**src/design/csr_index_params.svh**
```systemverilog
`ifndef CSR_INDEX_PARAMS_SVH
`define CSR_INDEX_PARAMS_SVH

// Bus widths
`define CSR_ADDR_W 32
`define CSR_DATA_W 32
`define CSR_TAG_W 8

// Configuration block in memory: array base, first index, index count
`define CSR_CFG_WORDS 3

// Credits granted after reset
`define CSR_MEM_CREDITS 4
`define CSR_ENG_CREDITS 4

// Index response buffer
`define CSR_RESP_DEPTH 8

// Index counters and packet index field
`define CSR_CNT_W 16

`endif

```
**src/design/csr_index_ctrl_pkg.sv**
```systemverilog
`include "csr_index_params.svh"

package csr_index_ctrl_pkg;

    // Kernel descriptor, points at the configuration block
    typedef struct packed {
        logic                   valid;
        logic [`CSR_ADDR_W-1:0] base;
    } descriptor_t;

    // Configuration record, field order matches the word number in memory
    typedef struct packed {
        logic [`CSR_ADDR_W-1:0] array_base;
        logic [`CSR_CNT_W-1:0]  first_index;
        logic [`CSR_CNT_W-1:0]  index_count;
    } csr_config_t;

    // ----------------------------------------------------------------------
    // Engine sequencing states
    // ----------------------------------------------------------------------
    typedef enum logic [2:0] {
        ST_IDLE     = 3'd0,
        ST_CFG_REQ  = 3'd1,
        ST_CFG_WAIT = 3'd2,
        ST_GEN      = 3'd3,
        ST_DRAIN    = 3'd4,
        ST_DONE     = 3'd5
    } engine_state_e;

endpackage

```
**src/design/csr_index_mem_pkg.sv**
```systemverilog
`include "csr_index_params.svh"

package csr_index_mem_pkg;

    // ----------------------------------------------------------------------
    // Memory command kinds
    // ----------------------------------------------------------------------
    typedef enum logic {
        CMD_READ_CONFIG = 1'b0,
        CMD_READ_INDEX  = 1'b1
    } mem_cmd_e;

    // ----------------------------------------------------------------------
    // Memory request and response
    // ----------------------------------------------------------------------
    typedef struct packed {
        logic                   valid;
        mem_cmd_e               cmd;
        logic [`CSR_TAG_W-1:0]  tag;
        logic [`CSR_ADDR_W-1:0] address;
    } mem_request_t;

    // Command and tag are echoed back by the memory
    typedef struct packed {
        logic                   valid;
        mem_cmd_e               cmd;
        logic [`CSR_TAG_W-1:0]  tag;
        logic [`CSR_DATA_W-1:0] data;
    } mem_response_t;

    // ----------------------------------------------------------------------
    // Packet towards the next engine
    // ----------------------------------------------------------------------
    typedef struct packed {
        logic                   valid;
        logic [`CSR_CNT_W-1:0]  index;
        logic [`CSR_DATA_W-1:0] value;
    } engine_packet_t;

endpackage

```
**src/design/csr_index_config.sv**
```systemverilog
`timescale 1ns/10ps
`include "csr_index_params.svh"

module csr_index_config (
    input  logic                               ap_clk,
    input  logic                               areset_csr_engine,
    input  logic                               clear_i,
    input  csr_index_mem_pkg::mem_response_t   mem_response_i,
    output csr_index_ctrl_pkg::csr_config_t    cfg_o,
    output logic                               cfg_ready_o
);

    import csr_index_mem_pkg::*;

    logic [`CSR_CFG_WORDS-1:0] word_seen;
    logic                      cfg_hit;

    assign cfg_hit = mem_response_i.valid && (mem_response_i.cmd == CMD_READ_CONFIG);

    // Received-word mask, one bit per configuration word
    always_ff @(posedge ap_clk) begin
        if (areset_csr_engine || clear_i) begin
            word_seen <= '0;
        end else if (cfg_hit) begin
            for (int i = 0; i < `CSR_CFG_WORDS; i++) begin
                if (mem_response_i.tag == `CSR_TAG_W'(i)) begin
                    word_seen[i] <= 1'b1;
                end
            end
        end
    end

    // ----------------------------------------------------------------------
    // Record fields, selected by the tag
    // ----------------------------------------------------------------------
    always_ff @(posedge ap_clk) begin
        if (cfg_hit) begin
            case (mem_response_i.tag)
                `CSR_TAG_W'(0): cfg_o.array_base  <= mem_response_i.data;
                `CSR_TAG_W'(1): cfg_o.first_index <= mem_response_i.data[`CSR_CNT_W-1:0];
                `CSR_TAG_W'(2): cfg_o.index_count <= mem_response_i.data[`CSR_CNT_W-1:0];
                default: ;
            endcase
        end
    end

    assign cfg_ready_o = &word_seen;

    // Only tags issued by the request generator may come back
    assert property (@(posedge ap_clk) disable iff (areset_csr_engine)
        cfg_hit |-> (mem_response_i.tag < `CSR_CFG_WORDS));

endmodule

```
**src/design/csr_index_control.sv**
```systemverilog
`timescale 1ns/10ps
`include "csr_index_params.svh"

module csr_index_control (
    input  logic                              ap_clk,
    input  logic                              areset_csr_engine,
    input  csr_index_ctrl_pkg::descriptor_t   descriptor_i,
    input  logic                              cfg_ready_i,
    input  logic                              gen_finished_i,
    input  logic                              drained_i,
    output logic                              gen_start_o,
    output csr_index_mem_pkg::mem_cmd_e       gen_op_o,
    output logic [`CSR_ADDR_W-1:0]            desc_base_o,
    output logic                              done_o
);

    import csr_index_mem_pkg::*;
    import csr_index_ctrl_pkg::*;

    engine_state_e state;
    logic          desc_accept;

    // A new descriptor is taken only between runs
    assign desc_accept = descriptor_i.valid && ((state == ST_IDLE) || (state == ST_DONE));

    // ----------------------------------------------------------------------
    // State register and generator start pulses
    // ----------------------------------------------------------------------
    always_ff @(posedge ap_clk) begin
        if (areset_csr_engine) begin
            state       <= ST_IDLE;
            gen_start_o <= 1'b0;
            gen_op_o    <= CMD_READ_CONFIG;
        end else begin
            gen_start_o <= 1'b0;
            case (state)
                ST_IDLE, ST_DONE: begin
                    if (desc_accept) begin
                        state       <= ST_CFG_REQ;
                        gen_start_o <= 1'b1;
                        gen_op_o    <= CMD_READ_CONFIG;
                    end
                end
                ST_CFG_REQ: begin
                    if (gen_finished_i) begin
                        state <= ST_CFG_WAIT;
                    end
                end
                ST_CFG_WAIT: begin
                    if (cfg_ready_i) begin
                        state       <= ST_GEN;
                        gen_start_o <= 1'b1;
                        gen_op_o    <= CMD_READ_INDEX;
                    end
                end
                ST_GEN: begin
                    if (gen_finished_i) begin
                        state <= ST_DRAIN;
                    end
                end
                ST_DRAIN: begin
                    if (drained_i) begin
                        state <= ST_DONE;
                    end
                end
                default: begin
                    state <= ST_IDLE;
                end
            endcase
        end
    end

    // Base address of the configuration block
    always_ff @(posedge ap_clk) begin
        if (desc_accept) begin
            desc_base_o <= descriptor_i.base;
        end
    end

    // Held until the next descriptor moves the machine out of DONE
    assign done_o = (state == ST_DONE);

    // The generator only finishes a walk that the FSM is waiting on
    assert property (@(posedge ap_clk) disable iff (areset_csr_engine)
        gen_finished_i |-> ((state == ST_CFG_REQ) || (state == ST_GEN)));

endmodule

```
**src/design/csr_index_engine.sv**
```systemverilog
`timescale 1ns/10ps
`include "csr_index_params.svh"

module csr_index_engine (
    input  logic                               ap_clk,
    input  logic                               areset_csr_engine,
    input  csr_index_ctrl_pkg::descriptor_t    descriptor_i,
    input  csr_index_mem_pkg::mem_response_t   mem_response_i,
    input  logic                               mem_credit_i,
    input  logic                               engine_credit_i,
    output csr_index_mem_pkg::mem_request_t    mem_request_o,
    output csr_index_mem_pkg::engine_packet_t  engine_packet_o,
    output logic                               done_o
);

    import csr_index_mem_pkg::*;
    import csr_index_ctrl_pkg::*;

    descriptor_t            desc_q;
    mem_response_t          resp_q;
    logic                   gen_start;
    mem_cmd_e               gen_op;
    logic [`CSR_ADDR_W-1:0] desc_base;
    logic                   gen_finished;
    csr_config_t            cfg;
    logic                   cfg_ready;
    logic                   cfg_clear;
    logic                   slot_avail;
    logic                   drained;
    logic                   issue;

    // ----------------------------------------------------------------------
    // Input registers
    // ----------------------------------------------------------------------
    always_ff @(posedge ap_clk) begin
        if (areset_csr_engine) begin
            desc_q.valid <= 1'b0;
            resp_q.valid <= 1'b0;
        end else begin
            desc_q.valid <= descriptor_i.valid;
            resp_q.valid <= mem_response_i.valid;
        end
    end

    always_ff @(posedge ap_clk) begin
        desc_q.base <= descriptor_i.base;
        resp_q.cmd  <= mem_response_i.cmd;
        resp_q.tag  <= mem_response_i.tag;
        resp_q.data <= mem_response_i.data;
    end

    // Old record is dropped when a configuration fetch starts
    assign cfg_clear = gen_start && (gen_op == CMD_READ_CONFIG);

    csr_index_control csr_index_control_inst (
        .ap_clk            (ap_clk),
        .areset_csr_engine (areset_csr_engine),
        .descriptor_i      (desc_q),
        .cfg_ready_i       (cfg_ready),
        .gen_finished_i    (gen_finished),
        .drained_i         (drained),
        .gen_start_o       (gen_start),
        .gen_op_o          (gen_op),
        .desc_base_o       (desc_base),
        .done_o            (done_o)
    );

    csr_index_config csr_index_config_inst (
        .ap_clk            (ap_clk),
        .areset_csr_engine (areset_csr_engine),
        .clear_i           (cfg_clear),
        .mem_response_i    (resp_q),
        .cfg_o             (cfg),
        .cfg_ready_o       (cfg_ready)
    );

    csr_index_request_gen csr_index_request_gen_inst (
        .ap_clk            (ap_clk),
        .areset_csr_engine (areset_csr_engine),
        .start_i           (gen_start),
        .op_i              (gen_op),
        .desc_base_i       (desc_base),
        .cfg_i             (cfg),
        .mem_credit_i      (mem_credit_i),
        .slot_avail_i      (slot_avail),
        .mem_request_o     (mem_request_o),
        .issue_o           (issue),
        .finished_o        (gen_finished)
    );

    csr_index_response_path csr_index_response_path_inst (
        .ap_clk            (ap_clk),
        .areset_csr_engine (areset_csr_engine),
        .mem_response_i    (resp_q),
        .issue_i           (issue),
        .cfg_i             (cfg),
        .engine_credit_i   (engine_credit_i),
        .slot_avail_o      (slot_avail),
        .drained_o         (drained),
        .engine_packet_o   (engine_packet_o)
    );

endmodule

```
**src/design/csr_index_request_gen.sv**
```systemverilog
`timescale 1ns/10ps
`include "csr_index_params.svh"

module csr_index_request_gen (
    input  logic                              ap_clk,
    input  logic                              areset_csr_engine,
    input  logic                              start_i,
    input  csr_index_mem_pkg::mem_cmd_e       op_i,
    input  logic [`CSR_ADDR_W-1:0]            desc_base_i,
    input  csr_index_ctrl_pkg::csr_config_t   cfg_i,
    input  logic                              mem_credit_i,
    input  logic                              slot_avail_i,
    output csr_index_mem_pkg::mem_request_t   mem_request_o,
    output logic                              issue_o,
    output logic                              finished_o
);

    import csr_index_mem_pkg::*;

    localparam int CNT_W = `CSR_CNT_W;
    localparam int ADDR_W = `CSR_ADDR_W;
    localparam int CRD_W = $clog2(`CSR_MEM_CREDITS + 1);

    mem_cmd_e          op_q;
    logic              busy;
    logic [CNT_W-1:0]  offset;
    logic [CNT_W-1:0]  limit;
    logic [CRD_W-1:0]  credits;
    logic              fire;
    logic [ADDR_W-1:0] word_num;
    logic [ADDR_W-1:0] next_addr;

    // Index reads also need a reserved response slot
    assign fire    = busy && (credits != '0) && ((op_q == CMD_READ_CONFIG) || slot_avail_i);
    assign issue_o = fire && (op_q == CMD_READ_INDEX);

    assign limit = (op_q == CMD_READ_CONFIG) ? CNT_W'(`CSR_CFG_WORDS) : cfg_i.index_count;

    always_comb begin
        if (op_q == CMD_READ_CONFIG) begin
            word_num  = ADDR_W'(offset);
            next_addr = desc_base_i + {word_num[ADDR_W-3:0], 2'b00};
        end else begin
            word_num  = ADDR_W'(cfg_i.first_index) + ADDR_W'(offset);
            next_addr = cfg_i.array_base + {word_num[ADDR_W-3:0], 2'b00};
        end
    end

    // ----------------------------------------------------------------------
    // Walk control
    // ----------------------------------------------------------------------
    always_ff @(posedge ap_clk) begin
        if (areset_csr_engine) begin
            busy       <= 1'b0;
            finished_o <= 1'b0;
            op_q       <= CMD_READ_CONFIG;
            offset     <= '0;
        end else begin
            finished_o <= 1'b0;
            if (start_i) begin
                op_q   <= op_i;
                offset <= '0;
                // An empty index range finishes at once
                if ((op_i == CMD_READ_INDEX) && (cfg_i.index_count == '0)) begin
                    finished_o <= 1'b1;
                end else begin
                    busy <= 1'b1;
                end
            end else if (fire) begin
                offset <= offset + 1'b1;
                if (offset == limit - 1'b1) begin
                    busy       <= 1'b0;
                    finished_o <= 1'b1;
                end
            end
        end
    end

    // Memory credits, one spent per request and one back per credit cycle
    always_ff @(posedge ap_clk) begin
        if (areset_csr_engine) begin
            credits <= CRD_W'(`CSR_MEM_CREDITS);
        end else if (fire && !mem_credit_i) begin
            credits <= credits - 1'b1;
        end else if (!fire && mem_credit_i) begin
            credits <= credits + 1'b1;
        end
    end

    // Registered request output
    always_ff @(posedge ap_clk) begin
        if (areset_csr_engine) begin
            mem_request_o.valid <= 1'b0;
        end else begin
            mem_request_o.valid <= fire;
        end
    end

    always_ff @(posedge ap_clk) begin
        mem_request_o.cmd     <= op_q;
        mem_request_o.tag     <= offset[`CSR_TAG_W-1:0];
        mem_request_o.address <= next_addr;
    end

    assert property (@(posedge ap_clk) disable iff (areset_csr_engine)
        credits <= CRD_W'(`CSR_MEM_CREDITS));

endmodule

```
**src/design/csr_index_response_path.sv**
```systemverilog
`timescale 1ns/10ps
`include "csr_index_params.svh"

module csr_index_response_path (
    input  logic                               ap_clk,
    input  logic                               areset_csr_engine,
    input  csr_index_mem_pkg::mem_response_t   mem_response_i,
    input  logic                               issue_i,
    input  csr_index_ctrl_pkg::csr_config_t    cfg_i,
    input  logic                               engine_credit_i,
    output logic                               slot_avail_o,
    output logic                               drained_o,
    output csr_index_mem_pkg::engine_packet_t  engine_packet_o
);

    import csr_index_mem_pkg::*;

    localparam int DEPTH = `CSR_RESP_DEPTH;
    localparam int PTR_W = $clog2(DEPTH);
    localparam int CNT_W = $clog2(DEPTH + 1);
    localparam int CRD_W = $clog2(`CSR_ENG_CREDITS + 1);

    logic [`CSR_DATA_W-1:0] fifo_mem [DEPTH];
    logic [PTR_W-1:0]       wr_ptr;
    logic [PTR_W-1:0]       rd_ptr;
    logic [CNT_W-1:0]       fifo_cnt;
    logic [CNT_W-1:0]       reserved;
    logic [CRD_W-1:0]       credits;
    logic [`CSR_CNT_W-1:0]  seq;
    logic                   push;
    logic                   pop;

    // Configuration responses are taken by the config block
    assign push = mem_response_i.valid && (mem_response_i.cmd == CMD_READ_INDEX);
    assign pop  = (fifo_cnt != '0) && (credits != '0);

    // Reserved covers reads in flight and entries still buffered
    assign slot_avail_o = (reserved < CNT_W'(DEPTH));
    assign drained_o    = (reserved == '0);

    // ----------------------------------------------------------------------
    // Counters and pointers
    // ----------------------------------------------------------------------
    always_ff @(posedge ap_clk) begin
        if (areset_csr_engine) begin
            wr_ptr   <= '0;
            rd_ptr   <= '0;
            fifo_cnt <= '0;
            reserved <= '0;
            credits  <= CRD_W'(`CSR_ENG_CREDITS);
            seq      <= '0;
        end else begin
            wr_ptr   <= wr_ptr + PTR_W'(push);
            rd_ptr   <= rd_ptr + PTR_W'(pop);
            fifo_cnt <= fifo_cnt + CNT_W'(push) - CNT_W'(pop);
            reserved <= reserved + CNT_W'(issue_i) - CNT_W'(pop);
            credits  <= credits + CRD_W'(engine_credit_i) - CRD_W'(pop);
            if (pop) begin
                // Wraps after the last index of the run
                seq <= (seq == cfg_i.index_count - 1'b1) ? '0 : seq + 1'b1;
            end
        end
    end

    always_ff @(posedge ap_clk) begin
        if (push) begin
            fifo_mem[wr_ptr] <= mem_response_i.data;
        end
    end

    // Registered packet output
    always_ff @(posedge ap_clk) begin
        if (areset_csr_engine) begin
            engine_packet_o.valid <= 1'b0;
        end else begin
            engine_packet_o.valid <= pop;
        end
    end

    always_ff @(posedge ap_clk) begin
        engine_packet_o.index <= cfg_i.first_index + seq;
        engine_packet_o.value <= fifo_mem[rd_ptr];
    end

    // Slot reservation must keep the buffer from overflowing
    assert property (@(posedge ap_clk) disable iff (areset_csr_engine)
        push |-> (fifo_cnt < CNT_W'(DEPTH)));

endmodule

```
**config.mk**
```make
export PLATFORM = sky130hd
export DESIGN_NAME = csr_index_engine
export DESIGN_NICKNAME = d
export VERILOG_FILES = /design/src/design/csr_index_ctrl_pkg.sv /design/src/design/csr_index_mem_pkg.sv /design/src/design/csr_index_config.sv /design/src/design/csr_index_control.sv /design/src/design/csr_index_engine.sv /design/src/design/csr_index_request_gen.sv /design/src/design/csr_index_response_path.sv
export VERILOG_INCLUDE_DIRS = /design/src /design/src/design
export SDC_FILE = /design/constraint.sdc
export NUM_CORES = 1
export LEC_CHECK = 0
export BUFFER_PORTS_ARGS = -buffer_cell sky130_fd_sc_hd__buf_4
export CAP_MARGIN = 15
export CORE_MARGIN = 2
export CORE_UTILIZATION = 35
export CTS_BUF_LIST = sky130_fd_sc_hd__clkbuf_16
export DETAILED_ROUTE_END_ITERATION = 16
export PLACE_DENSITY = 0.52
export SLEW_MARGIN = 20
export SYNTH_ARGS = -nofsm -noshare
export SYNTH_HDL_FRONTEND = slang
export SYNTH_SLANG_ARGS = --single-unit
```
**constraint.sdc**
```tcl
create_clock -name ap_clk -period 8.39 [get_ports ap_clk]
set_input_delay 0.839 -clock ap_clk [delete_from_list [all_inputs] [get_ports ap_clk]]
set_output_delay 0.839 -clock ap_clk [all_outputs]
set_load 0.05 [all_outputs]
```
==> out/metrics.yaml <==
run_status:
  status: "complete, no violations"
placed_design:
  portBuffers: 170
  dp.cells: 2686
  post_dp_cell_area_mm2: 0.02589
  gp_congestion: 0.9083
  dp_hpwl_mm: 40.32
  dpl_worst_slack_ns: 3.783
route:
  drc: 0
  wl_met3_mm: 2.158
  vias_per_cell: 5.074
  wl_met1_mm: 25.38
  wl_per_cell_um: 21.16
  dr_wl_met2_mm: 29.82
  highest_layer: "met4"
  detail_route.first_pass.iterations: 5
  final_antenna_net_count: 0
  drt-initial-drc-count: 841
  drt-total-wl_mm: 59.26
  via_count: 14213
logic_synthesis:
  async_flop_share: 0
  syn_area_mm2: 0.02356
  synthFlopType: "edfxtp_1"
  yosys_warnings: 0
  ys_seq_area_frac: 0.6432
  synth_cell_type_count: 72
  syn-num-nets: 1852
  avgSynthCellArea_um2: 14.03
  synthCells: 1679
  synth_edf_count: 352
  ys_seq_elements: 581
timing:
  worst_slew_pin_slew_ns: 1.053
  min_period_over_period: 0.5578
  fin_crit_ns: 4.680
  hold_ws_ns: 0.3144
  setup_ws_ns: 3.710
  setup_viol: 0
  tns_ns: 0
  slew_headroom: 0.2983
  rsz0062_at_grt: "no"
  report.final.slew_viol_count: 0
  fin_skew_ns: 0.03090
  max_freq_mhz: 213.7
  hold_viol_final: 0
layout:
  final_cells: 2801
  fill_cells: 6143
  layout_commonest_cell: "edfxtp_1"
  nets: 2049
  area_delta_synth_final_pct: 18.36
  final_cell_mix: "352 x edfxtp_1, 226 x dfxtp_1, 188 x buf_4, 111 x nor2_1, 86 x ha_1"
  drive_gt1_frac: 0.2148
  fin_area_mm2: 0.02789
  fin_util: 0.4167
pwr:
  irDropWorstVdd_uv: 209.1
  powerDensity_mw_per_mm2: 266.1
  power.leakage_nw: 10.07
  fin_total_pwr_mw: 7.419
flow_run:
  cap_violations: 0
global_routing:
  grt_max_degree: 66
  grt_pass1_vias: 14617
  antenna_found_initial: 1
  grt_pass1_wl_mm: 88.69
  grt-ovfl-total: 0
  track_usage: 0.1690
setup_path:
  required_ns: 8.86
  crit_family: "compound AO/OA/AOI/OAI gates"
  cp_slowest_cell: "dfxtp_1"
  cp-end-kind: "flop"
  cp_data_arrival_time_ns: 5.15
  critPathLaunchType: "flop"
  slowest_delay_ns: 0.56
  crit_type: "reg2reg"
  worstPathCellList: "ha_1 > o21ai_0 > o21ai_0 > a31oi_1 > a2111oi_0 > o21a_1 > o21a_1 > mux2i_1 > nand2_1 > ha_1 > a2111o_1 > nor2_1 > inv_1 > o21bai_1 > nor3_1 > xnor2_1 > mux2i_1"
  crit_fanout: 8
  worst-path-buf-inv: 1
clock_tree:
  post-cts-setup-buffers: 0
  root_buffer: "clkbuf_16"
  postCtsHoldBufs: 0
  cts_buffer_depth: 3
  cts_resized: 0
  path_clk_slew_ns: 0.06
  cts_tree: "done"
  clkSinkCount: 581
  ctsHtreeMaxLevel: 2
  insertion_delay_ns: 0.63
  numCtsBuffers: 61
floorplanning:
  die_y_um: 263.5
  rows: 95
  die_w_um: 263.5
  core_mm2: 0.06692
  start_util: 0.3521
  dieArea_mm2: 0.06941
  io_pins: 171
worst_hold_path:
  hold_class: "in2reg"
## sequential cells by signal, indices dropped and copies added (netlist names)
register / count
csr_index_config_inst.word_seen: 3
csr_index_request_gen_inst.credits: 3
csr_index_response_path_inst.seq: 16
desc_q: 33
csr_index_config_inst.cfg_o: 64
csr_index_response_path_inst.engine_packet_o: 49
csr_index_request_gen_inst.op_q: 1
csr_index_request_gen_inst.busy: 1
csr_index_control_inst.gen_op_o: 1
csr_index_response_path_inst.fifo_cnt: 4
csr_index_control_inst.state: 3
csr_index_control_inst.gen_start_o: 1
resp_q: 42
csr_index_response_path_inst.rd_ptr: 3
csr_index_response_path_inst.reserved: 4
csr_index_request_gen_inst.offset: 16
csr_index_response_path_inst.fifo_mem: 256
csr_index_response_path_inst.credits: 3
csr_index_request_gen_inst.finished_o: 1
csr_index_control_inst.desc_base_o: 32
csr_index_response_path_inst.wr_ptr: 3
csr_index_request_gen_inst.mem_request_o: 42
## cells by family (layout without fill, tap and decap cells)
logic type                 Yosys count  after routing  synth area share
AOI/OAI and AO/OA                  236            236           0.06426
and+or+nand+nor                    407            407           0.08757
xor gates and xnor gates           135            135           0.05019
DFF                                581            581            0.6432
buffers and inverters              115            363           0.01917
muxes                              111            111           0.08311
other                                0              1                 0
adders and majority gates           94             94           0.05247
## cell usage after synthesis (all sizes together), types with 15 or more instances
master    n  area [um^2]
o21ai    49        245.2
buf      15        76.32
mux4     64         1441
edfxtp  352        10570
nand4    17        106.4
nand2    73        274.0
ha       86         1076
nor2    117        439.2
a21oi    72        360.4
nor2b    22        137.6
inv      60        225.2
xor2     55        481.7
xnor2    80        700.7
mux2     37        416.7
clkbuf   39        146.4
nand3    32        160.2
o21a     21        157.7
and3     17        106.4
dfxtp   229         4584
nand2b   18        112.6
nor3     47        235.2
## cell type report
| type | instances | area [um^2] | area share |
|---|---|---|---|
| clock inverter | 50 | 394.1 | 0.01413 |
| antenna | 1 | 2.502 | 0.00008974 |
| clock buffer | 64 | 1602 | 0.05743 |
| sequential | 581 | 15160 | 0.5437 |
| inverter | 61 | 229.0 | 0.008211 |
| tap | 873 | 1092 | 0.03917 |
| timing repair buffer | 188 | 1411 | 0.05061 |
| multi-input combinational | 983 | 7994 | 0.2867 |
## per-layer routing
metal,up-vias,GRT usage
li1,6663,-
met1,7174,0.2127
met2,275,0.2952
met3,101,0.02675
met4,0,0.05807
met5,-,0
## power breakdown
group | internal (mW) | leakage, nW | switching [mW]
registers | 3.20 | 5.09 | 0.141
clock network | 1.51 | 1.02 | 1.14
logic | 0.600 | 3.97 | 0.823
## final timing paths
path,start,end,slack (ns),depth (start not counted)
hold reg to reg,desc_q[0],csr_index_control_inst.desc_base_o[0],0.40,0
setup reg to reg,csr_index_request_gen_inst.offset[2],csr_index_request_gen_inst.mem_request_o[29],3.71,17
hold / removal,descriptor_i[6],desc_q[6],0.31,1
setup / recovery,csr_index_request_gen_inst.offset[2],csr_index_request_gen_inst.mem_request_o[29],3.71,17
No activity file was read; power rests on OpenSTA's default activity.
